**config.mk**
```make
export PLATFORM = sky130hd
export DESIGN_NAME = mm_result_pack_flat
export DESIGN_NICKNAME = d
export VERILOG_FILES = /design/src/design/mm_pkg.sv /design/src/design/mm_ctrl_if.sv /design/src/design/mm_result_pack.sv /design/src/flat_wrapper.sv
export VERILOG_INCLUDE_DIRS = /design/src /design/src/design
export SDC_FILE = /design/constraint.sdc
export NUM_CORES = 1
export LEC_CHECK = 0
export ABC_AREA = 0
export BUFFER_PORTS_ARGS = -buffer_cell sky130_fd_sc_hd__clkbuf_2
export CAP_MARGIN = 30
export CORE_AREA = 2 2 227 229
export CTS_BUF_LIST = sky130_fd_sc_hd__clkbuf_4 sky130_fd_sc_hd__clkbuf_8 sky130_fd_sc_hd__clkbuf_16
export DETAILED_ROUTE_END_ITERATION = 12
export DIE_AREA = 0 0 229 231
export PLACE_DENSITY = 0.35
export SLEW_MARGIN = 30
export SYNTH_ARGS = -nofsm -noshare
export SYNTH_HDL_FRONTEND = slang
export SYNTH_SLANG_ARGS = --single-unit
```
**constraint.sdc**
```tcl
create_clock -name clk -period 5.16 [get_ports clk]
set_input_delay 0.516 -clock clk [delete_from_list [all_inputs] [get_ports clk]]
set_output_delay 0.516 -clock clk [all_outputs]
set_load 0.02 [all_outputs]
```
**src/design/mm_cfg.svh**
```systemverilog
`ifndef MM_CFG_SVH
`define MM_CFG_SVH

// operand and result element width
`define MM_DWIDTH 16
// memory address width and depth
`define MM_AWIDTH 7
`define MM_MEM_DEPTH 128
// array dimension, also lanes per memory word
`define MM_N 4
// result diagonals written to C, 2*N-1
`define MM_DIAGS 7

`endif

```
**src/design/mm_pkg.sv**
```systemverilog
`include "mm_cfg.svh"

package mm_pkg;

  // one operand, or one saturated result
  typedef logic [`MM_DWIDTH-1:0] elem_t;

  // full width accumulator, product of two elements
  typedef logic [2*`MM_DWIDTH-1:0] acc_t;

  // one memory word
  // lane 0 in the low bits
  typedef elem_t [`MM_N-1:0] vec_t;

  // address into any of the three memories
  typedef logic [`MM_AWIDTH-1:0] addr_t;

  // run sequencer states
  typedef enum logic [2:0] {
    IDLE,
    FETCH,
    DRAIN,
    WRITE,
    DONE
  } mm_state_e;

endpackage

```
**src/design/mm_ctrl_if.sv**
```systemverilog
// sequencer control fanned out to the datapath stages
interface mm_ctrl_if;

  // shared A/B fetch address
  mm_pkg::addr_t op_addr;
  // zeroes skew lines and accumulators
  logic clear;
  // diagonal picked by the pack stage
  logic [2:0] diag;
  // C write port, one cycle behind diag
  mm_pkg::addr_t c_addr;
  logic c_we;
  // memories owned by the sequencer
  logic run;

  modport seq (
    output op_addr,
    output clear,
    output diag,
    output c_addr,
    output c_we,
    output run
  );

  modport skew (input clear);
  modport array (input clear);
  modport pack (input diag);

  // view of the signals the top level muxes on
  modport top (input op_addr, input c_addr, input c_we, input run);

endinterface

```
**src/design/mm_result_pack.sv**
```systemverilog
`include "mm_cfg.svh"

// saturate the sums and gather one diagonal into a C word
module mm_result_pack import mm_pkg::*; (
  input  logic    clk,
  mm_ctrl_if.pack ctrl,
  input  acc_t    sums [`MM_N][`MM_N],
  output vec_t    c_word
);

  // any bit in the upper half clamps to all ones
  function automatic elem_t saturate(acc_t s);
    if (|s[2*`MM_DWIDTH-1:`MM_DWIDTH])
      return {`MM_DWIDTH{1'b1}};
    else
      return s[`MM_DWIDTH-1:0];
  endfunction

  vec_t diag_word;

  // lane i carries C[i][d-i], zero off the matrix
  always_comb
  begin
    int col;

    diag_word = '0;
    for (int i = 0; i < `MM_N; i++)
    begin
      col = int'(ctrl.diag) - i;
      if (col >= 0 && col < `MM_N)
        diag_word[i] = saturate(sums[i][col]);
    end
  end

  // one cycle behind diag
  // lines up with c_we from the sequencer
  always_ff @(posedge clk)
  begin
    c_word <= diag_word;
  end

endmodule

```
**src/flat_wrapper.sv**
```systemverilog
// flat-port wrapper written by rule: the top's interface ports become plain ports
module mm_result_pack_flat import mm_pkg::*;
  (clk, sums, c_word, ctrl_diag);
  mm_ctrl_if ctrl_i ();
  input  logic clk;
  input  acc_t sums[`MM_N][`MM_N];
  output vec_t c_word;
  input wire logic [$bits(ctrl_i.diag)-1:0] ctrl_diag;
  assign ctrl_i.diag = ctrl_diag;
  mm_result_pack u_core (.clk(clk), .ctrl(ctrl_i), .sums(sums), .c_word(c_word));
endmodule
```
---- After elaboration in Yosys (flattened, before gate mapping) ----
Cells that the tools add are included.
W data, S select, Z words.
storage, ports and cells
  register bits after elaboration ......... 64
  input port bits ......................... 516
  output and inout port bits .............. 64
operators by class
  $add $sub $neg .......................... 3
  order comparisons ....................... 12
  muxes and demuxes ....................... 16
  bitwise gates (word level) .............. 4
  reduce and logical (&&, ||, !) cells .... 8
operator list
  cell                   count
  $bmux W32 S2           4
  $mux W32               8
  $ge A32 B3 Y1 const B  4
  $ge A32 B1 Y1 const B  3
  $lt A32 B4 Y1 const B  3
  $not A32 Y32           3
  $mux W16               4
  $reduce_or A16 Y1      4
  $not A3 Y32            1
  $sub A3 B2 Y4 const B  2
  $logic_and A1 B1 Y1    4
  $sub A3 B1 Y4 const B  1
  $ge A3 B1 Y1 const B   1
  $lt A3 B3 Y1 const B   1

---- Logic depth before layout (Yosys ltp) ----
  depth after elaboration ................. 7
  mapped depth ............................ 9
  gate-level depth less buffers ........... 7

---- Worst setup path before layout ----
OpenSTA, ideal clock, no wires.
  path kind ............................... input to register
  from .................................... input ctrl_diag[1]
  to ...................................... register u_core.c_word[20] (netlist bit)
  data arrival time ....................... 2190 ps
  data required time ...................... 5030 ps
  path slack .............................. 2840 ps
  stages on the path ...................... 8
  buffers on the path ..................... 3
  cell sequence ........................... clkbuf_1 > inv_1 > ha_1 > clkbuf_1 > clkbuf_1 > mux4_2 > inv_1 > o21ai_0
between the ends
  longest elaborated chain between the ends .. 7
  elaborated cells on any way between the ends .. 10
  those cells by class .................... 1 x add/sub; 2 x order compare; 4 x mux; 1 x bitwise; 2 x reduce/logical
ends and longest elaborated chain
  element                                                RTL line              text
  start: declaration                                     flat_wrapper.sv:8     input wire logic [$bits(ctrl_i.diag)-1:0] ctrl_diag;
  $sub A3 B1 Y4 (*)                                      mm_result_pack.sv:29  col = int'(ctrl.diag) - i;
  branches (longest 6 deep; another with $ge A32 B1 Y1)  n/a
  end signal: assignment                                 mm_result_pack.sv:39  c_word <= diag_word;
  end: declaration                                       mm_result_pack.sv:8   output vec_t c_word
Mark *: on every way between the ends. The select of a mux whose other input is x is not followed.
A chain may end at the register's enable or synchronous reset.

---- Worst setup path after layout ----
  from .................................... input ctrl_diag[0]
  to ...................................... register u_core.c_word[31] (netlist bit)
Same word-level chain as after synthesis.

==> reports/metrics.yaml <==
run_status:
  status: "finished clean"
drt:
  remaining_drc_errors: 0
  postRouteWirelength_um: 29300
  wire_per_inst_um: 17.8
  antenna_left: 0
  vias: 5654
  dr.pass1.iters: 4
  drtIter0Drc: 126
  viasPerCell: 3.44
grt:
  grt_max_degree: 38
  track_usage_pct: 10.8
  antenna_found_initial: 7
  gr-total-overflow: 0
  grt_pass1_wl_um: 39900
  grt_pass1_vias: 5968
cells_and_area:
  syn_to_final_growth_pct: 93.6
  top_regs: "u_core.c_word x64"
  drive_gt1_share_pct: 69.8
  largest_reg_flops: 64
  regMostFlops: "u_core.c_word"
  num-nets-final: 1477
  finish.instance_area_um2: 8130
cts:
  cts_setup_buffers: 0
  cts_resized: 0
  clockRootBuffer: "clkbuf_16"
  cts.sinks: 64
  h-tree-depth: 3
  cts_hold_buf: 0
  clockBufferDepth: 2
  cts_buffers: 9
  clk_pin_slew_ns: 0.06
  tritoncts: "yes"
place:
  placed_cell_area_um2: 7850
  dp_hpwl_um: 26000
  gp_congestion: 0.872
  port_buffers: 579
floorplanning:
  boundaryPins: 580
  dieArea_um2: 52900
  die_height_um: 231
  rows: 83
  start_util_pct: 8.28
  fp.dieW_um: 229
  coreArea_um2: 50700
yosys:
  synth_seq_cells: 64
  yosys.area.top_type: "mux4_2"
  synthDistinctLibCells: 33
  synthesis.nets: 908
  synth_cells: 388
  syn_area_per_cell_um2: 10.8
  yosysSeqAreaShare_pct: 30.5
  synth_area_leaders: "mux4_2, dfxtp_1, nor4_1"
  ys_warn_count: 0
  synth_commonest_cells: "dfxtp_1, mux4_2, nor4_1"
  syn_area_um2: 4200
  synth_top_area_share_pct: 34.3
  synth-main-ff-cell: "dfxtp_1"
  synth_edf_count: 0
  async_flop_share_pct: 0
worst_setup_path:
  required_ns: 5.36
  cpLargestDelayFamily: "compound AO/OA/AOI/OAI gates"
  cp-start-kind: "input port"
  critPathCaptureType: "register"
  cp_max_fo: 35
  cp_slowest_cell: "a2bb2oi_2"
  crit_path_start: "ctrl_diag[0]"
  path_cells: "buf_4 -> inv_2 -> ha_4 -> xor2_1 -> a21o_1 -> a311o_1 -> a2bb2oi_2 -> o21ai_0"
  crit_type: "in -> reg"
  cp_num_buf_inv: 2
  arrival_ns: 3.15
  max_stage_delay_ns: 0.53
sta:
  max_freq_mhz: 339
  hold_violations: 0
  max_slew_margin_pct: 45.2
  min_period_ns: 2.95
  setup_tns_ns: 0
  setup_viol: 0
  holdWs_ns: 0.550
  drv_slew: 0
  rsz0062_at_grt: "no"
  tightest_slew_ns: 0.822
  period_share_pct: 57.2
run:
  maxCapViolations: 0
worst_hold_path:
  hold_class: "in -> reg"
  worstHoldStart: "sums[398]"
power_and_ir_drop:
  p_leak_nw: 4.08
  power_density_nw_per_um2: 227
  ir_drop_v: 0.000128
[report_power, final]
| group | internal, mW | switching, mW |
|---|---|---|
| Clock | 0.330 | 0.255 |
| Sequential | 0.571 | 0.0293 |
| Combinational | 0.320 | 0.339 |
| Total | 1.22 | 0.624 |
[layout by cell type, fill, tap and decap left out, types with 2 or more instances in the layout]
master / n
a21o_1: 17
a2bb2oi_2: 2
a311o_1: 2
buf_4: 5
clkbuf_16: 9
clkbuf_2: 578
clkbuf_4: 2
clkinv_2: 3
dfxtp_1: 64
diode_2: 3
ha_1: 3
inv_1: 34
inv_2: 2
mux4_2: 64
nand2_1: 34
nand3_1: 3
nand4_1: 11
nor2_1: 16
nor3_1: 8
nor4_1: 37
nor4b_1: 3
o21ai_0: 13
o21ai_1: 19
o22a_1: 2
o22ai_1: 2
or3_1: 7
or4_1: 12
[final timing paths]
check / to / cells after the start
worst max-delay path: u_core.c_word[31] / 8
worst min-delay path: u_core.c_word[14] / 4
[per-stage QoR]
| step | setup slack, ns | total power, mW | instances | utilization [%] |
|---|---|---|---|---|
| 2_1_floorplan | 2.84 | 0.919 | 388 | - |
| 3_3_place_gp | 1.67 | 1.29 | 1626 | 15.5 |
| 3_5_place_dp | 1.55 | 1.29 | 1626 | 15.5 |
| 4_1_cts | 1.96 | 1.90 | 1641 | 16.0 |
| 5_1_grt | 1.93 | 1.96 | 1643 | 16.0 |
| 6_report | 2.21 | 1.84 | 1644 | 16.0 |
[kinds of logic after synthesis]
kind of cell,count (synthesis),share of synthesized area [%]
AO/OA/AOI/OAI,61,9.78
XOR/XNOR,1,0.209
adder cells (fa/ha/maj),4,1.19
buffers and inverters,61,6.44
flip-flops,64,30.5
multiplexers,65,34.6
AND/OR/NAND/NOR,132,17.3
[layout make-up]
cell class	count	area [um2]
Fill cell	5849	42600
Timing Repair Buffer	583	2930
Multi-Input combinational cell	263	2660
Sequential cell	64	1280
Tap cell	680	851
Clock buffer	11	240
Inverter	36	135
Clock inverter	4	22.5
Antenna cell	3	7.51
[metal layers]
layer | up-vias | global-route usage (%) | routed length, um
met5 | - | 0 | 74
met1 | 2565 | 11.0 | 10600
met3 | 41 | 5.06 | 3160
li1 | 2667 | - | -
met2 | 371 | 18.7 | 14400
met4 | 10 | 4.83 | 1010
Power figures use the tool's default switching activity.
