File: src/design/mm_cfg.svh
`ifndef MM_CFG_SVH
`define MM_CFG_SVH

// operand and result element width
`define MM_DWIDTH 16
// memory address width and depth
`define MM_AWIDTH 7
`define MM_MEM_DEPTH 128
// array dimension, also lanes per memory word
`define MM_N 4
// result diagonals written to C, 2*N-1
`define MM_DIAGS 7

`endif

File: src/design/mm_pkg.sv
`include "mm_cfg.svh"

package mm_pkg;

  // one operand, or one saturated result
  typedef logic [`MM_DWIDTH-1:0] elem_t;

  // full width accumulator, product of two elements
  typedef logic [2*`MM_DWIDTH-1:0] acc_t;

  // one memory word
  // lane 0 in the low bits
  typedef elem_t [`MM_N-1:0] vec_t;

  // address into any of the three memories
  typedef logic [`MM_AWIDTH-1:0] addr_t;

  // run sequencer states
  typedef enum logic [2:0] {
    IDLE,
    FETCH,
    DRAIN,
    WRITE,
    DONE
  } mm_state_e;

endpackage

File: src/design/mm_ctrl_if.sv
// sequencer control fanned out to the datapath stages
interface mm_ctrl_if;

  // shared A/B fetch address
  mm_pkg::addr_t op_addr;
  // zeroes skew lines and accumulators
  logic clear;
  // diagonal picked by the pack stage
  logic [2:0] diag;
  // C write port, one cycle behind diag
  mm_pkg::addr_t c_addr;
  logic c_we;
  // memories owned by the sequencer
  logic run;

  modport seq (
    output op_addr,
    output clear,
    output diag,
    output c_addr,
    output c_we,
    output run
  );

  modport skew (input clear);
  modport array (input clear);
  modport pack (input diag);

  // view of the signals the top level muxes on
  modport top (input op_addr, input c_addr, input c_we, input run);

endinterface

File: src/design/mm_sequencer.sv
`include "mm_cfg.svh"

// run control for one 4x4 tile
// fetch words 0..N-1, drain the array, then write 2N-1 diagonals
module mm_sequencer import mm_pkg::*; (
  input  logic   clk,
  input  logic   rst,
  input  logic   start,
  mm_ctrl_if.seq ctrl,
  output logic   done
);

  localparam int FETCH_LAST = `MM_N - 1;
  // last operand pair hits cell (N-1,N-1) 2N-2 cycles after the fetch ends
  localparam int DRAIN_LAST = 2 * `MM_N - 2;
  localparam int WRITE_LAST = `MM_DIAGS - 1;
  // fetch address outside FETCH, never in the operand window
  localparam addr_t PARK_ADDR = addr_t'(`MM_MEM_DEPTH - 1);

  mm_state_e state;
  mm_state_e state_nxt;
  // shared step counter, restarts on every state change
  logic [2:0] cnt;
  logic       cnt_last;
  logic       c_we_q;
  addr_t      c_addr_q;

  // end of the current state
  always_comb
  begin
    case (state)
      FETCH:   cnt_last = (cnt == 3'(FETCH_LAST));
      DRAIN:   cnt_last = (cnt == 3'(DRAIN_LAST));
      WRITE:   cnt_last = (cnt == 3'(WRITE_LAST));
      default: cnt_last = 1'b0;
    endcase
  end

  always_comb
  begin
    state_nxt = state;
    case (state)
      IDLE:
        if (start)
          state_nxt = FETCH;
      FETCH:
        if (cnt_last)
          state_nxt = DRAIN;
      DRAIN:
        if (cnt_last)
          state_nxt = WRITE;
      WRITE:
        if (cnt_last)
          state_nxt = DONE;
      default:
        state_nxt = DONE;
    endcase
    // start is a level, dropping it aborts or ends the run
    if (!start)
      state_nxt = IDLE;
  end

  always_ff @(posedge clk)
  begin
    if (rst)
    begin
      state  <= IDLE;
      cnt    <= '0;
      c_we_q <= 1'b0;
    end
    else
    begin
      state <= state_nxt;
      if (state_nxt != state)
        cnt <= '0;
      else if (state == FETCH || state == DRAIN || state == WRITE)
        cnt <= cnt + 3'd1;
      // pack output lands one cycle after diag
      c_we_q <= (state == WRITE) && start;
    end
  end

  // C address trails diag by the pack register
  always_ff @(posedge clk)
  begin
    c_addr_q <= addr_t'(cnt);
  end

  assign ctrl.op_addr = (state == FETCH) ? addr_t'(cnt) : PARK_ADDR;
  assign ctrl.clear   = (state == IDLE);
  // only consumed while c_we follows
  assign ctrl.diag    = cnt;
  assign ctrl.c_addr  = c_addr_q;
  assign ctrl.c_we    = c_we_q;
  // held until IDLE so the last C write keeps its address
  assign ctrl.run     = start || (state != IDLE);
  assign done         = (state == DONE);

endmodule

File: src/flat_wrapper.sv
// flat-port wrapper written by rule: the top's interface ports become plain ports
module mm_sequencer_flat import mm_pkg::*;
  (clk, rst, start, done, ctrl_op_addr, ctrl_clear, ctrl_diag, ctrl_c_addr, ctrl_c_we, ctrl_run);
  mm_ctrl_if ctrl_i ();
  input  logic clk;
  input  logic rst;
  input  logic start;
  output logic done;
  output wire logic [$bits(ctrl_i.op_addr)-1:0] ctrl_op_addr;
  output wire logic [$bits(ctrl_i.clear)-1:0] ctrl_clear;
  output wire logic [$bits(ctrl_i.diag)-1:0] ctrl_diag;
  output wire logic [$bits(ctrl_i.c_addr)-1:0] ctrl_c_addr;
  output wire logic [$bits(ctrl_i.c_we)-1:0] ctrl_c_we;
  output wire logic [$bits(ctrl_i.run)-1:0] ctrl_run;
  assign ctrl_op_addr = ctrl_i.op_addr;
  assign ctrl_clear = ctrl_i.clear;
  assign ctrl_diag = ctrl_i.diag;
  assign ctrl_c_addr = ctrl_i.c_addr;
  assign ctrl_c_we = ctrl_i.c_we;
  assign ctrl_run = ctrl_i.run;
  mm_sequencer u_core (.clk(clk), .rst(rst), .start(start), .ctrl(ctrl_i), .done(done));
endmodule
File: config.mk
export PLATFORM = sky130hd
export DESIGN_NAME = mm_sequencer_flat
export DESIGN_NICKNAME = d
export VERILOG_FILES = /design/src/design/mm_pkg.sv /design/src/design/mm_ctrl_if.sv /design/src/design/mm_sequencer.sv /design/src/flat_wrapper.sv
export VERILOG_INCLUDE_DIRS = /design/src /design/src/design
export SDC_FILE = /design/constraint.sdc
export NUM_CORES = 1
export LEC_CHECK = 0
export BUFFER_PORTS_ARGS = -buffer_cell sky130_fd_sc_hd__buf_2
export CAP_MARGIN = 20
export CORE_AREA = 2 2 39 41
export CTS_CLUSTER_DIAMETER = 200
export DETAILED_ROUTE_END_ITERATION = 6
export DIE_AREA = 0 0 41 43
export PLACE_DENSITY = 0.73
export SETUP_SLACK_MARGIN = 0.05
export SKIP_CTS_REPAIR_TIMING = 1
export SYNTH_ARGS = -nofsm -noshare
export SYNTH_HDL_FRONTEND = slang
export SYNTH_SLANG_ARGS = --single-unit
File: constraint.sdc
create_clock -name clk -period 1.8 [get_ports clk]
set_input_delay 0.36 -clock clk [delete_from_list [all_inputs] [get_ports clk]]
set_output_delay 0.36 -clock clk [all_outputs]
set_load 0.01 [all_outputs]
=== After elaboration in Yosys (flattened, before gate mapping) ===
Cells that the tools add are included.

* Add/subtract/negate cells: 1
* Multipliers: 0
* Divide/modulo/power cells: 0
* Magnitude comparators: 0
* Equal/unequal tests: 7
* Shift-type cells: 0
* Multiplexer cells: 7
* Bitwise logic cells: 0
* Reductions and logical operators: 8

{| class="wikitable"
|+ Operators with widths
! operator !! number
|-
| 3-bit two-way mux || 4
|-
| 3-bit case mux with 4 select lines || 1
|-
| 3-bit by 2-bit == test with 1-bit output (second input constant) || 3
|-
| 7-bit two-way mux || 1
|-
| 3-bit == test (second input constant) || 2
|-
| 2-bit OR reduction || 2
|-
| 3-bit by 1-bit adder with 3-bit output (second input constant) || 1
|-
| 3-bit by 1-bit == test with 1-bit output (second input constant) || 1
|-
| 3-bit logical NOT || 1
|-
| 1-bit logical OR || 3
|-
| 3-bit != test || 1
|-
| 3-bit nonzero test || 1
|-
| 1-bit case mux with 2 select lines || 1
|-
| 1-bit logical AND || 1
|}

* Flip-flop bits (word level): 10
* Bits in latches: 0
* RAM bits: 0
* ROM bits: 0
* Input bits: 3
* Word-level logic and storage cells: 27
* Memories kept: 0

=== Longest topological paths before layout ===
* Depth in word-level cells: 8
* Gate-level depth with buffers: 5
* Gate-level depth less buffers: 4

=== Worst setup path before layout ===
OpenSTA, ideal clock, no wires.

* Path type: reg2out
* Start point: reg u_core.state[2]
* End point: out ctrl_op_addr[4]
* Arrival: 1.156 ns
* Slack: 0.284 ns
* Cell stages (with the launch flop): 5
* Cell sequence: dfxtp_1 -> buf_2 -> nor3b_1 -> inv_1 -> buf_4

* Longest elaborated chain between the ends: 2

{| class="wikitable"
|+ RTL lines
! element !! RTL line !! text
|-
| start, declared || mm_sequencer.sv:20 || <nowiki>mm_state_e state;</nowiki>
|-
| start signal, assigned || mm_sequencer.sv:73 || <nowiki>state <= state_nxt;</nowiki>
|-
| 3-bit by 1-bit == test with 1-bit output || mm_sequencer.sv:89 || <nowiki>assign ctrl.op_addr = (state == FETCH) ? addr_t'(cnt) : PARK_ADDR;</nowiki>
|-
| 7-bit two-way mux || mm_sequencer.sv:89 ||
|-
| end, declared || flat_wrapper.sv:9 || <nowiki>output wire logic [$bits(ctrl_i.op_addr)-1:0] ctrl_op_addr;</nowiki>
|}

Every way passes these cells.

=== Worst setup path in the final report ===
* Start point: reg u_core.state[1]
* End point: out done

* Longest elaborated chain between the ends: 1

{| class="wikitable"
|+ RTL lines
! element !! RTL line !! text
|-
| 3-bit == test || mm_sequencer.sv:97 || <nowiki>assign done = (state == DONE);</nowiki>
|-
| end, declared || flat_wrapper.sv:8 || <nowiki>output logic done;</nowiki>
|}

Every way passes these cells.

==> qor.csv <==
metric,value,unit
initial_utilization,0.414,
setup_violations,0,
fin_crit,1.60,ns
synth_cells,66,
hold_viol,0,
io_buffers,19,
finalCritPeriodShare,0.891,
start_kind,flop,
dp_cells,93,
antenna_found_initial,0,
ys_warn_count,0,
rows,14,
dpl.hpwl,716,µm
required,1.44,ns
synth_edf_count,0,
overflow,0,
grt_usage,0.131,
finalSetupTns,0,ns
die_w,41,µm
synth-seq-cells,10,
drive_gt1_frac,0.309,
netlist-cell-type-count,27,
design_area,664,µm²
maxCapViolCount,0,
cp_top_family,flip-flops,
cts.htree.levels,1,
holdPathStages,2,
async_flop_share,0,
core,1380,µm²
netlist_area,573,µm²
grt_pass1_vias,385,
drt-pass1-iter-count,4,
clk_latency,0.26,ns
fin_total_pwr,483,µW
cp.arrival,1.24,ns
place_congestion,0.842,
drt_first_iter_violations,16,
path_buf_inv,1,
rsz0062_at_grt,false,
grt_pass1_wl,1570,µm
numClockSinks,10,
antenna_cells,0,
vias,470,
syn_area_per_cell,8.68,µm²
synth_seq_area_share,0.349,
grt_max_degree,15,
cts_tree,done,
peakVddDrop,0.301,mV
hold_class,input pin to flop,
leakage,0.320,nW
nFillCells,135,
fin_cells,97,
worstMarginPinSlew,0.503,ns
relSlewSlack,0.664,
ioPinCount,24,
viasPerCell,4.85,
place_area,616,µm²
critical_path_cell_count,3,
nNetsFinal,86,
critPathSlowestCell,dfxtp_1,
cp_cell_sequence,nor2_1 > and2_1 > buf_2,
power_density,727,nW/µm²
syn_to_final_growth,15.9,%
r2r_slack,0.37,ns
wl_per_cell,10.0,µm
status,finished clean,
critPathMaxFanout,10,
end_kind,primary output,
drtAntennaViolNets,0,
drv_slew,0,
r2r_cells,4,
cts_buffers,3,
path_clk_slew,0.06,ns
root_buffer,clkbuf_4,
dieArea,1760,µm²
skew,0.00319,ns
synth_ff_type,dfxtp_1,
clock_path_buffers,2,
max_freq,624,MHz
remaining_drc_errors,0,
die_h,43,µm
setup.worst_path.class,flop to primary output,
cp_slowest_stage_delay,0.53,ns
finalWirelength,972,µm
## flip-flops by register name (all words and copies together), names as in the netlist
name / count
u_core.ctrl.c_addr: 3
u_core.state: 3
u_core.ctrl.c_we: 1
u_core.ctrl.diag: 3
## worst paths after layout
path / startpoint / to
setup / recovery: u_core.state[1] / done
hold reg to reg: u_core.ctrl.diag[2] / u_core.ctrl.c_addr[2]
hold / removal: rst / u_core.ctrl.diag[2]
setup reg to reg: u_core.state[2] / u_core.state[1]
## metrics by stage
| step | hold WS [ns] | utilization | setup WS, ns |
|---|---|---|---|
| floorplan | 0.407 | - | 0.284 |
| global placement | 0.440 | 0.445 | 0.332 |
| detailed placement | 0.442 | 0.445 | 0.277 |
| CTS | 0.332 | 0.471 | -0.0242 |
| global route | 0.342 | 0.480 | 0.0584 |
| finish | 0.351 | 0.480 | 0.196 |
## report_power, final
part / total, mW / internal [mW] / leakage (nW) / switching, mW
logic: 0.0593 / 0.0259 / 0.218 / 0.0334
registers: 0.232 / 0.226 / 0.0813 / 0.00653
clock network: 0.191 / 0.122 / 0.0210 / 0.0690
## cells in the mapped netlist (2+ instances only)
master | count | area share
dfxtp_1 | 10 | 0.35
buf_4 | 7 | 0.092
nand2b_1 | 5 | 0.055
nor3_1 | 5 | 0.044
nand2_1 | 4 | 0.026
nor3b_1 | 4 | 0.052
mux2i_1 | 3 | 0.052
nor2_1 | 3 | 0.020
a21oi_1 | 2 | 0.017
a31oi_1 | 2 | 0.022
buf_6 | 2 | 0.039
inv_1 | 2 | 0.013
or2_1 | 2 | 0.022
xnor2_1 | 2 | 0.031
## layout by cell type (no fill, tap or decap)
cell      netlist  routed
a21oi_1         2       2
a311oi_1        1       1
a31oi_1         2       2
a41o_1          1       1
and2_1          1       1
and3_1          1       1
buf_2           1      19
clkbuf_4        0       3
clkbuf_8        0       1
conb_1          1       4
dfxtp_1        10       9
dfxtp_2         0       1
ha_1            1       1
inv_1           2       2
mux2i_1         3       3
nand2_1         4       4
nand2b_1        5       5
nor2_1          3       3
nor2b_1         1       1
nor3_1          5       5
nor3b_1         4       3
nor3b_4         0       1
o22ai_1         1       1
o41a_1          1       1
or2_1           2       2
or3_1           1       1
xnor2_1         2       2
xor2_1          1       1
## cells by family after synthesis
group,after synthesis,synth area share
simple gates,27,0.262
buf+inv,13,0.159
flops,10,0.349
compound gates,8,0.103
xor+xnor,3,0.0459
mux,3,0.0524
fa+ha+maj,1,0.0218
other cells,1,0.00654
## area by class of cell
type	count	area, µm²	area share
Tap cell	16	20.0	0.0301
Sequential cell	10	201	0.303
Clock buffer	4	36.3	0.0546
Inverter	2	7.51	0.0113
Multi-Input combinational cell	46	304	0.458
Timing Repair Buffer	19	95.1	0.143
## metal layers
metal | vias up | wire, µm | global-route usage
met5 | - | 0 | 0
met4 | 0 | 15 | 0.120
met1 | 204 | 446 | 0.167
li1 | 247 | - | -
met3 | 2 | 70 | 0.0157
met2 | 17 | 439 | 0.181
(Power assumes the default switching activity.)
