File: src/design/mm_cfg.svh
`ifndef MM_CFG_SVH
`define MM_CFG_SVH

// operand and result element width
`define MM_DWIDTH 16
// memory address width and depth
`define MM_AWIDTH 7
`define MM_MEM_DEPTH 128
// array dimension, also lanes per memory word
`define MM_N 4
// result diagonals written to C, 2*N-1
`define MM_DIAGS 7

`endif

File: src/design/mm_pkg.sv
`include "mm_cfg.svh"

package mm_pkg;

  // one operand, or one saturated result
  typedef logic [`MM_DWIDTH-1:0] elem_t;

  // full width accumulator, product of two elements
  typedef logic [2*`MM_DWIDTH-1:0] acc_t;

  // one memory word
  // lane 0 in the low bits
  typedef elem_t [`MM_N-1:0] vec_t;

  // address into any of the three memories
  typedef logic [`MM_AWIDTH-1:0] addr_t;

  // run sequencer states
  typedef enum logic [2:0] {
    IDLE,
    FETCH,
    DRAIN,
    WRITE,
    DONE
  } mm_state_e;

endpackage

File: src/design/mm_ctrl_if.sv
// sequencer control fanned out to the datapath stages
interface mm_ctrl_if;

  // shared A/B fetch address
  mm_pkg::addr_t op_addr;
  // zeroes skew lines and accumulators
  logic clear;
  // diagonal picked by the pack stage
  logic [2:0] diag;
  // C write port, one cycle behind diag
  mm_pkg::addr_t c_addr;
  logic c_we;
  // memories owned by the sequencer
  logic run;

  modport seq (
    output op_addr,
    output clear,
    output diag,
    output c_addr,
    output c_we,
    output run
  );

  modport skew (input clear);
  modport array (input clear);
  modport pack (input diag);

  // view of the signals the top level muxes on
  modport top (input op_addr, input c_addr, input c_we, input run);

endinterface

File: src/design/mm_skew.sv
`include "mm_cfg.svh"

// triangular delay lines in front of the array
// lane i leaves i cycles after its word arrives
module mm_skew import mm_pkg::*; (
  input  logic    clk,
  mm_ctrl_if.skew ctrl,
  input  vec_t    a_word,
  input  vec_t    b_word,
  output vec_t    a_lanes,
  output vec_t    b_lanes
);

  // operand 0 is A, operand 1 is B
  vec_t in_w  [2];
  vec_t out_w [2];

  assign in_w[0] = a_word;
  assign in_w[1] = b_word;

  for (genvar g = 0; g < 2; g++)
  begin : g_op
    // lane 0 needs no delay
    assign out_w[g][0] = in_w[g][0];

    for (genvar l = 1; l < `MM_N; l++)
    begin : g_lane
      // l stages, dly[0] nearest the memory
      elem_t dly [l];

      always_ff @(posedge clk)
      begin
        if (ctrl.clear)
        begin
          for (int s = 0; s < l; s++)
            dly[s] <= '0;
        end
        else
        begin
          dly[0] <= in_w[g][l];
          for (int s = 1; s < l; s++)
            dly[s] <= dly[s-1];
        end
      end

      assign out_w[g][l] = dly[l-1];
    end
  end

  assign a_lanes = out_w[0];
  assign b_lanes = out_w[1];

endmodule

File: src/flat_wrapper.sv
// flat-port wrapper written by rule: the top's interface ports become plain ports
module mm_skew_flat import mm_pkg::*;
  (clk, a_word, b_word, a_lanes, b_lanes, ctrl_clear);
  mm_ctrl_if ctrl_i ();
  input  logic clk;
  input  vec_t a_word;
  input  vec_t b_word;
  output vec_t a_lanes;
  output vec_t b_lanes;
  input wire logic [$bits(ctrl_i.clear)-1:0] ctrl_clear;
  assign ctrl_i.clear = ctrl_clear;
  mm_skew u_core (.clk(clk), .ctrl(ctrl_i), .a_word(a_word), .b_word(b_word), .a_lanes(a_lanes), .b_lanes(b_lanes));
endmodule
File: config.mk
export PLATFORM = sky130hd
export DESIGN_NAME = mm_skew_flat
export DESIGN_NICKNAME = d
export VERILOG_FILES = /design/src/design/mm_pkg.sv /design/src/design/mm_ctrl_if.sv /design/src/design/mm_skew.sv /design/src/flat_wrapper.sv
export VERILOG_INCLUDE_DIRS = /design/src /design/src/design
export SDC_FILE = /design/constraint.sdc
export NUM_CORES = 1
export LEC_CHECK = 0
export BUFFER_PORTS_ARGS = -buffer_cell sky130_fd_sc_hd__buf_2
export CORE_ASPECT_RATIO = 1.5
export CORE_UTILIZATION = 48
export CTS_BUF_LIST = sky130_fd_sc_hd__clkbuf_4
export CTS_CLUSTER_DIAMETER = 150
export CTS_CLUSTER_SIZE = 14
export DETAILED_ROUTE_END_ITERATION = 8
export HOLD_SLACK_MARGIN = 0.06
export PLACE_DENSITY = 0.88
export SYNTH_ARGS = -nofsm -noshare
export SYNTH_HDL_FRONTEND = slang
export SYNTH_SLANG_ARGS = --single-unit
File: constraint.sdc
create_clock -name clk -period 1.1 [get_ports clk]
set_clock_uncertainty 0.15 [all_clocks]
set_input_delay 0.33 -clock clk [delete_from_list [all_inputs] [get_ports clk]]
set_output_delay 0.33 -clock clk [all_outputs]
set_load 0.01 [all_outputs]
# Word-level counts from Yosys, hierarchy flattened
# Memory sizes are Yosys's and may differ from the RTL's.
# Cells that the tools add are included.
# word_totals
ff_bits	0
out_inout_bits	128
wordCells	35
inputBits	130
memories	6
ramBits	192
mem_bits_ro	0
latch_bits	0
# op_classes
n_mux	17
n_div	0
reduce_logical	2
bitwise_logic	10
shifts	0
n_lt_le_gt_ge	0
addsub	0
n_eq_ne	0
n_mul	0
# mem_list
memory	depth	width	read_ports	rd_ports_with_merged_regs	wr	line	text
u_core.g_op[0].g_lane[3].dly	3	16	3	0	3	mm_skew.sv:29	elem_t dly [l];
u_core.g_op[1].g_lane[3].dly	3	16	3	0	3	mm_skew.sv:29	
u_core.g_op[0].g_lane[2].dly	2	16	2	0	2	mm_skew.sv:29	
u_core.g_op[1].g_lane[2].dly	2	16	2	0	2	mm_skew.sv:29	
u_core.g_op[0].g_lane[1].dly	1	16	1	0	1	mm_skew.sv:29	
u_core.g_op[1].g_lane[1].dly	1	16	1	0	1	mm_skew.sv:29	
# op_table
operator	n
16-bit two-way mux	12
16-bit OR reduction	2
1-bit bitwise OR	10
1-bit two-way mux	5

# Longest topological paths before layout
# Gate-level depths: netlist of the first run.
# logic_depth
word_depth	3
depth_mapped	3
ltp_nobuf	1

# Worst setup path after synthesis of the first run
# Ideal clock, no wire load.
# synth_timing
path_type	input to register
from	input port ctrl_clear
to	memory u_core.g_op[0].g_lane[3].dly[0][0] (netlist bit)
slack_ns	0.128
cell_stages	3
t_arrival_ns	0.705
required_ns	0.832
n_path_buf	2
cell_sequence	buf_2 > buf_2 > nor2b_1
# synth_lines
item	line	text
from (decl)	flat_wrapper.sv:10	input wire logic [$bits(ctrl_i.clear)-1:0] ctrl_clear;
to (decl)	mm_skew.sv:29	

==> results of run 1 <==
[routing by layer]
layer | GRT usage | vias to the layer above | routed length [um] | part of all wire
met5 | 0 | - | 0 | 0
met4 | 0.0868 | 0 | 372 | 0.028
met3 | 0.0723 | 29 | 871 | 0.066
met2 | 0.357 | 186 | 7200 | 0.54
met1 | 0.194 | 1733 | 4810 | 0.36
li1 | - | 1815 | - | -
[worst min path at each step]
stage                     cells past startpoint                                   to  slack, ns
after floorplan                               1  u_core.g_op[0].g_lane[2].dly[0][16]       0.26
after global placement                        1  u_core.g_op[1].g_lane[3].dly[0][19]       0.27
after detailed placement                      1  u_core.g_op[1].g_lane[3].dly[0][24]       0.27
after CTS                                     1  u_core.g_op[0].g_lane[2].dly[0][31]       0.30
after global routing                          3   u_core.g_op[0].g_lane[1].dly[0][6]       0.30
final                                         1  u_core.g_op[0].g_lane[3].dly[0][33]       0.29
[kinds of logic after synthesis]
| kind of cell | count (synthesis) |
|---|---|
| buffers and inverters | 117 |
| DFF | 192 |
| and+or+nand+nor | 192 |
[per-stage QoR]
stage	hold slack (ns)	area (um2)	instances	setup TNS [ns]	power (mW)
after CTS	0.297	7670	864	-41.85	12.3
after detailed placement	0.270	6300	735	-0.235	8.24
after floorplan	0.264	5870	501	0	8.07
after global placement	0.266	6300	735	0	8.20
after global routing	0.297	8090	868	-45.72	12.9
final	0.289	8090	869	-36.32	12.4
[power by group through the flow]
stage / Sequential [mW] / Combinational, mW / Clock (mW)
after global routing: 7.41 / 1.28 / 4.22
final: 7.38 / 1.20 / 3.84
after global placement: 7.48 / 0.718 / 0
after detailed placement: 7.49 / 0.746 / 0
after floorplan: 7.50 / 0.566 / 0
after CTS: 7.35 / 1.04 / 3.88
[synthesized netlist by cell type (all sizes together)]
library cell  count  area share
nor2b           192        0.20
clkbuf            1     0.00064
buf             116        0.14
dfxtp           192        0.65
[layout make-up]
cell class | instances | share of cell area
well taps | 153 | 0.0237
clock buffers | 17 | 0.0158
clock inverters | 15 | 0.0210
multi-input cells | 192 | 0.148
diodes | 2 | 0.000619
flip-flops and latches | 192 | 0.484
repair buffers | 298 | 0.307
[repair_timing]
item,in CTS,in global routing
gates resized for setup,28,89
hold buffers,97,0
pin swaps,0,0
setup endpoints to repair,96,119
hold endpoints to repair,116,0
cloned,0,3
==> out/metrics.yaml, run 1 <==
clkPwrFrac: 0.309
slowest_delay_ns: 0.36
top_regs: "u_core.g_op.g_lane.dly x192"
ir_drop_v: 0.000976
dpl.hpwl_um: 6920
fin_crit_sh: 1.36
rr_startpoint: "u_core.g_op[1].g_lane[2].dly[0][12]"
seqPwrFrac: 0.594
r2r-end: "u_core.g_op[1].g_lane[2].dly[0][28]"
worst_pin_slew_ns: 0.223
yosys.cell_types.count: 5
path_depth: 1
hold_violations: 0
gp_congestion: 0.770
fin_nets: 831
layout_commonest_cell: "nor2b_1"
multi_input_area_um2: 1200
die-area_um2: 12700
cp.arrival_ns: 1.02
io_pins: 258
core_region_area_um2: 12000
end_kind: "output port"
vias: 3763
drt_iter0_drc: 98
cts.sinks: 192
synth.area.mux_share: 0
cts_buffers: 17
layout-drive-gt1-share: 0.403
power.leakage_nw: 3.62
overflow: 0
path_clk_slew_ns: 0.16
die_w_um: 92.3
crit_chain: "buf_6"
ys_ff_latch: 192
reg2reg_depth: 1
min_from: "u_core.g_op[0].g_lane[3].dly[0][17]"
post-route-util: 0.677
hold_path.class: "flip-flop to flip-flop"
post_cts_buffers: 0
slew_viol_final: 0
rsz0062_at_grt: "yes"
cts_max_path_buffers: 2
synthXorXnorAreaFrac: 0
synth_compound_area_frac: 0
worst_ep_required_time_ns: 0.62
crit_end: "a_lanes[21]"
largest_reg_flops: 192
regMostFlops: "u_core.g_op.g_lane.dly"
yosysSeqAreaShare: 0.655
critPathLaunchType: "flip-flop"
final.setup.worst_slack_ns: -0.399
layout_common_cells: "192 x nor2b_1, 137 x buf_2, 137 x dfxtp_1"
synthCells: 501
h-tree-depth: 4
synth_top_family_by_area: "simple AND/OR/NAND/NOR gates"
cts_tree: "done"
via_per_inst: 4.33
violations: "setup timing"
layout-area-overhead-vs-synth_pct: 37.8
reg2reg_slack_ns: 0.32
track_usage: 0.195
grt_max_degree: 54
clock_latency_ns: 0.54
synth_nets: 631
fmax_mhz: 667
p_sw_frac: 0.252
p_int_mw: 9.29
fin_crit_ns: 1.50
total_switching_power_mw: 3.13
cts_root_buffer: "clkbuf_4"
synth_warnings: 0
fill_cells: 811
drv_cap: 0
slowest_stage: "dfxtp_2"
drc_errors: 0
p_per_area_nw_per_um2: 1540
postSynthAreaPerCell_um2: 11.7
pre_cts_ws_ns: -0.0225
start_util: 0.491
startpoint: "u_core.g_op[0].g_lane[1].dly[0][5]"
routedWlPerCell_um: 15.3
worstPathMaxFanout: 1
antenna_found_initial: 1
wl_um: 13300
path_buf_inv: 1
relSlewSlack: 0.852
synth-simple-area-share: 0.205
cp_top_family: "flip-flops"
numPortBuffers: 193
seqCellArea_um2: 3910
first_global_vias: 3861
p_comb_frac: 0.096
yosys.area_share.adder: 0
setup_viol: 110
rows: 49
die_h_um: 137
path_class: "flip-flop to output port"
firstDrtPassIters: 4
outcome: "finished with violations"
syn_area_um2: 5870
antenna_left: 0
grt_pass1_wl_um: 18300
(Power assumes the default switching activity.)
==> run 2, diff against run 1 <==
--- a/config.mk
+++ b/config.mk
@@ -14,7 +14,7 @@
 export CTS_CLUSTER_SIZE = 14
 export DETAILED_ROUTE_END_ITERATION = 8
 export HOLD_SLACK_MARGIN = 0.06
-export PLACE_DENSITY = 0.88
+export PLACE_DENSITY = 0.81
 export SYNTH_ARGS = -nofsm -noshare
 export SYNTH_HDL_FRONTEND = slang
 export SYNTH_SLANG_ARGS = --single-unit
==> run 2 against run 1 <==
Against the previous run: the run still ends with setup timing left; power down 4.0%; via count shrank 2.2%; worst setup slack lost 0.044 ns; count of clock-buffer cells in the layout grew 1; critical path depth is the same; clock power shrank 11%; sequential share of layout area is 1.1 points higher; cell area down 2.4%; critical path type unchanged; critical endpoint is now a_lanes[25]; largest cell class unchanged; largest power group unchanged.
==> out/metrics.yaml, run 2 (same netlist as run 1, synthesis figures left out) <==
outcome: "finished with violations"  # unchanged
violations: "setup timing"  # unchanged
fin_nets: 828  # was 831
layout_common_cells: "192 x nor2b_1, 143 x buf_2, 143 x dfxtp_1"  # was 192 x nor2b_1, 137 x buf_2, 137 x dfxtp_1
setup_viol: 131  # was 110
final.setup.worst_slack_ns: -0.443  # was -0.399 ns
fin_crit_sh: 1.40  # was 1.36
fmax_mhz: 648  # was 667 MHz
path_depth: 1  # unchanged
track_usage: 0.184  # was 0.195
die_h_um: 137  # unchanged
numPortBuffers: 193  # unchanged
antenna_left: 0  # unchanged
drv_cap: 0  # unchanged
cts_tree: "done"  # unchanged
grt_max_degree: 48  # was 54
slowest_delay_ns: 0.40  # was 0.36 ns
overflow: 0  # unchanged
relSlewSlack: 0.853  # was 0.852
gp_congestion: 0.768  # was 0.770
post_cts_buffers: 0  # unchanged
critPathLaunchType: "flip-flop"  # unchanged
seqCellArea_um2: 3910  # about the same
multi_input_area_um2: 1200  # unchanged
rsz0062_at_grt: "yes"  # unchanged
h-tree-depth: 4  # unchanged
layout-drive-gt1-share: 0.391  # was 0.403
layout_commonest_cell: "nor2b_1"  # unchanged
post-route-cell-area_um2: 7900  # was 8090 um2
hold_violations: 0  # unchanged
via_per_inst: 4.26  # was 4.33
hold_path.class: "flip-flop to flip-flop"  # unchanged
path_buf_inv: 1  # unchanged
io_pins: 258  # unchanged
worstPathMaxFanout: 1  # unchanged
path_clk_slew_ns: 0.17  # was 0.16 ns
firstDrtPassIters: 4  # unchanged
cts_root_buffer: "clkbuf_4"  # unchanged
cp.arrival_ns: 1.06  # was 1.02 ns
regMostFlops: "u_core.g_op.g_lane.dly"  # unchanged
crit_chain: "buf_6"  # unchanged
largest_reg_flops: 192  # unchanged
antenna_found_initial: 1  # unchanged
pre_cts_ws_ns: 0.0160  # was -0.0225 ns
instances_no_fill: 865  # was 869
start_util: 0.491  # unchanged
wl_um: 12400  # was 13300 um
p_per_area_nw_per_um2: 1510  # was 1540 nW/um2
slew_viol_final: 0  # unchanged
worst_ep_required_time_ns: 0.62  # about the same
dpl.hpwl_um: 6370  # was 6920 um
slowest_stage: "dfxtp_2"  # unchanged
routedWlPerCell_um: 14.3  # was 15.3 um
drt_iter0_drc: 106  # was 98
clock_latency_ns: 0.54  # about the same
drc_errors: 0  # unchanged
place_area_um2: 6300  # unchanged
first_global_vias: 3748  # was 3861
worst_pin_slew_ns: 0.221  # was 0.223 ns
fin_crit_ns: 1.54  # was 1.50 ns
ir_drop_v: 0.00119  # was 0.000976 V
dpl.cell_count: 735  # unchanged
fill_cells: 833  # was 811
cp_top_family: "flip-flops"  # unchanged
top_regs: "u_core.g_op.g_lane.dly x192"  # unchanged
die-area_um2: 12700  # unchanged
post-route-util: 0.661  # was 0.677
cts_buffers: 17  # unchanged
hold_ws_ns: 0.280  # was 0.289 ns
vias: 3681  # was 3763
hold_depth: 1  # unchanged
die_w_um: 92.3  # unchanged
core_region_area_um2: 12000  # unchanged
cts.sinks: 192  # unchanged
end_kind: "output port"  # unchanged
grt_pass1_wl_um: 17600  # was 18300 um
reg2reg_depth: 1  # unchanged
cts_max_path_buffers: 2  # unchanged
rows: 49  # unchanged
path_class: "flip-flop to output port"  # unchanged
layout-area-overhead-vs-synth_pct: 34.6  # was 37.8%
power.leakage_nw: 3.54  # was 3.62 nW
## run 2: worst paths after layout
kind                                               to  slack (ns)                           startpoint
hold reg to reg   u_core.g_op[1].g_lane[3].dly[0][47]        0.28  u_core.g_op[1].g_lane[3].dly[0][31]
hold / removal    u_core.g_op[1].g_lane[3].dly[0][47]        0.28  u_core.g_op[1].g_lane[3].dly[0][31]
setup reg to reg  u_core.g_op[0].g_lane[2].dly[0][21]        0.37   u_core.g_op[0].g_lane[2].dly[0][5]
setup / recovery                          a_lanes[25]       -0.44   u_core.g_op[0].g_lane[1].dly[0][9]
## run 2: area by class of cell
type / count / share of cell area
clock inverter: 14 / 0.0158
sequential: 192 / 0.494
antenna: 1 / 0.000317
multi-input combinational: 192 / 0.152
timing repair buffer: 295 / 0.296
tap: 153 / 0.0242
clock buffer: 18 / 0.0171
## run 2: metrics by stage
stage / TNS (ns) / power (mW)
2_1_floorplan: 0 / 8.07
3_3_place_gp: 0 / 8.19
3_5_place_dp: 0 / 8.22
4_1_cts: -42.05 / 11.9
5_1_grt: -43.63 / 12.5
6_report: -35.74 / 11.9
## run 2: repair_timing
item,in CTS,in global routing
hold buffers,97,0
resized for setup,36,66
endpoints found under the setup margin,96,96
endpoints found under the hold margin,149,0
## run 2: power breakdown
part           switching [mW]  internal, mW  total, mW  leakage, nW
Sequential             0.0924          7.28       7.37         1.60
Combinational           0.426         0.710       1.14         1.80
Clock                    2.42          1.00       3.42        0.142
Total                    2.94          8.99       11.9         3.54
## run 2: routing by layer
layer  up-vias  wire length [um]  track usage
li1       1810                 -            -
met4         0               372       0.0981
met2       181              6390        0.321
met1      1658              4440        0.184
met3        32              1180       0.0817
met5         -                 0            0
==> run 3, diff against run 2 <==
--- a/config.mk
+++ b/config.mk
@@ -6,8 +6,8 @@
 export SDC_FILE = /design/constraint.sdc
 export NUM_CORES = 1
 export LEC_CHECK = 0
-export BUFFER_PORTS_ARGS = -buffer_cell sky130_fd_sc_hd__buf_2
-export CORE_ASPECT_RATIO = 1.5
+export BUFFER_PORTS_ARGS = -buffer_cell sky130_fd_sc_hd__buf_4
+export CORE_ASPECT_RATIO = 2
 export CORE_UTILIZATION = 48
 export CTS_BUF_LIST = sky130_fd_sc_hd__clkbuf_4
 export CTS_CLUSTER_DIAMETER = 150
@@ -15,6 +15,7 @@
 export DETAILED_ROUTE_END_ITERATION = 8
 export HOLD_SLACK_MARGIN = 0.06
 export PLACE_DENSITY = 0.81
+export SETUP_SLACK_MARGIN = 0.3
 export SYNTH_ARGS = -nofsm -noshare
 export SYNTH_HDL_FRONTEND = slang
 export SYNTH_SLANG_ARGS = --single-unit
==> run 3 against run 2 <==
Against the previous run: cell count is 1.0% lower; register-to-register slack lost 0.05 ns; via count down 1.4%; the run still ends with setup timing left; worst hold slack lost 0.25 ns; die area increased by 0.14%; critical endpoint is now b_lanes[39]; first-iteration DRC count up 12%; flip-flop and latch count stayed put.
==> out/metrics.yaml, run 3 (same netlist as run 1, synthesis figures left out) <==
outcome: "finished with violations"  # unchanged
violations: "setup timing"  # unchanged
layout-area-overhead-vs-synth_pct: 46.7  # was 34.6%
via_per_inst: 4.24  # was 4.26
hold_ws_ns: 0.0298  # was 0.280 ns
first_global_vias: 3856  # was 3748
grt_pass1_wl_um: 17800  # was 17600 um
cts_root_buffer: "clkbuf_4"  # unchanged
cts_max_path_buffers: 2  # unchanged
place_area_um2: 6800  # was 6300 um2
fin_total_pwr_mw: 12.8  # was 11.9 mW
h-tree-depth: 4  # unchanged
finalSetupTns_ns: -35.40  # was -35.74 ns
seqCellArea_um2: 3960  # was 3910 um2
largest_reg_flops: 192  # unchanged
overflow: 0  # unchanged
die-area_um2: 12700  # about the same
dpl.hpwl_um: 6840  # was 6370 um
grt_max_degree: 57  # was 48
power.leakage_nw: 3.95  # was 3.54 nW
worst_pin_slew_ns: 0.232  # was 0.221 ns
slowest_stage: "dfxtp_2"  # unchanged
ir_drop_v: 0.00127  # was 0.00119 V
layout_commonest_cell: "nor2b_1"  # unchanged
met1_length_um: 4010  # was 4440 um
core_region_area_um2: 11800  # was 12000 um2
post-route-util: 0.727  # was 0.661
multi_input_area_um2: 1220  # was 1200 um2
wl_met3_um: 810  # was 1180 um
critPathLaunchType: "flip-flop"  # unchanged
routedWlPerCell_um: 14.0  # was 14.3 um
wl_um: 12000  # was 12400 um
antenna_left: 0  # unchanged
io_pins: 258  # unchanged
track_usage: 0.192  # was 0.184
path_buf_inv: 1  # unchanged
regMostFlops: "u_core.g_op.g_lane.dly"  # unchanged
die_h_um: 158  # was 137 um
setup_viol: 96  # was 131
vias: 3631  # was 3681
top_regs: "u_core.g_op.g_lane.dly x192"  # unchanged
end_kind: "output port"  # unchanged
fill_cells: 723  # was 833
drt_iter0_drc: 119  # was 106
cts_tree: "done"  # unchanged
cts_buffers: 17  # unchanged
antenna_found_initial: 2  # was 1
fmax_mhz: 671  # was 648 MHz
fin_crit_ns: 1.49  # was 1.54 ns
cp_top_family: "flip-flops"  # unchanged
firstDrtPassIters: 4  # unchanged
layout_common_cells: "188 x nor2b_1, 97 x buf_6, 97 x dfxtp_1"  # was 192 x nor2b_1, 143 x buf_2, 143 x dfxtp_1
hold_violations: 0  # unchanged
worst_ep_required_time_ns: 0.62  # about the same
hold_path.class: "input pin to flip-flop"  # was flip-flop to flip-flop
final.setup.worst_slack_ns: -0.390  # was -0.443 ns
drc_errors: 0  # unchanged
slew_viol_final: 0  # unchanged
fin_nets: 826  # was 828
slowest_delay_ns: 0.36  # was 0.40 ns
rows: 56  # was 49
worstPathMaxFanout: 1  # unchanged
p_per_area_nw_per_um2: 1490  # was 1510 nW/um2
die_w_um: 80.2  # was 92.3 um
routed.top_layer: "met4"  # unchanged
post_cts_buffers: 0  # unchanged
drv_cap: 0  # unchanged
cp.arrival_ns: 1.01  # was 1.06 ns
gp_congestion: 0.750  # was 0.768
reg2reg_slack_ns: 0.32  # was 0.37 ns
path_clk_slew_ns: 0.16  # was 0.17 ns
relSlewSlack: 0.845  # was 0.853
rsz0062_at_grt: "yes"  # unchanged
fin_crit_sh: 1.35  # was 1.40
wl_met2_um: 6730  # was 6390 um
post-route-cell-area_um2: 8610  # was 7900 um2
crit_chain: "buf_6"  # unchanged
numPortBuffers: 193  # unchanged
start_util: 0.496  # was 0.491
cts.sinks: 192  # unchanged
path_class: "flip-flop to output port"  # unchanged
layout-drive-gt1-share: 0.463  # was 0.391
clock_latency_ns: 0.54  # about the same
[run 3: path summary, 6_finish.rpt]
check                                                      endpoint                                start  depth (start not counted)
worst max-delay path                                    b_lanes[39]  u_core.g_op[1].g_lane[2].dly[0][23]                          1
worst min-delay path            u_core.g_op[1].g_lane[2].dly[0][25]                           ctrl_clear                          3
worst max register to register  u_core.g_op[0].g_lane[2].dly[0][24]   u_core.g_op[0].g_lane[2].dly[0][8]                          1
worst min register to register  u_core.g_op[1].g_lane[2].dly[0][30]  u_core.g_op[1].g_lane[2].dly[0][14]                          1
[run 3: cell type report]
class	count	share of cell area
Multi-Input combinational cell	192	0.141
Timing Repair Buffer	293	0.339
Clock inverter	14	0.0227
Sequential cell	192	0.460
Antenna cell	2	0.000581
Clock buffer	18	0.0157
Tap cell	145	0.0211
[run 3: layer usage]
| layer | vias up | track usage |
|---|---|---|
| met5 | - | 0 |
| met4 | 0 | 0.112 |
| met3 | 39 | 0.0619 |
| met2 | 158 | 0.360 |
| met1 | 1637 | 0.174 |
| li1 | 1797 | - |
[run 3: repair_timing]
action,CTS,global route
endpoints found under the hold margin,145,69
hold buffers,96,1
endpoints found under the setup margin,128,154
pin swaps,0,0
gates resized for setup,137,52
[run 3: through the flow]
stage	setup slack, ns	cells
after floorplan	0.194	501
after global placement	0.0652	726
after detailed placement	0.0337	726
after CTS	-0.441	854
after global routing	-0.470	856
final	-0.390	856
[run 3: power by group]
part / total, mW / internal (mW) / switching, mW
combinational: 1.31 / 0.888 / 0.418
sequential: 7.40 / 7.29 / 0.106
clock: 4.09 / 1.69 / 2.40
total: 12.8 / 9.87 / 2.92
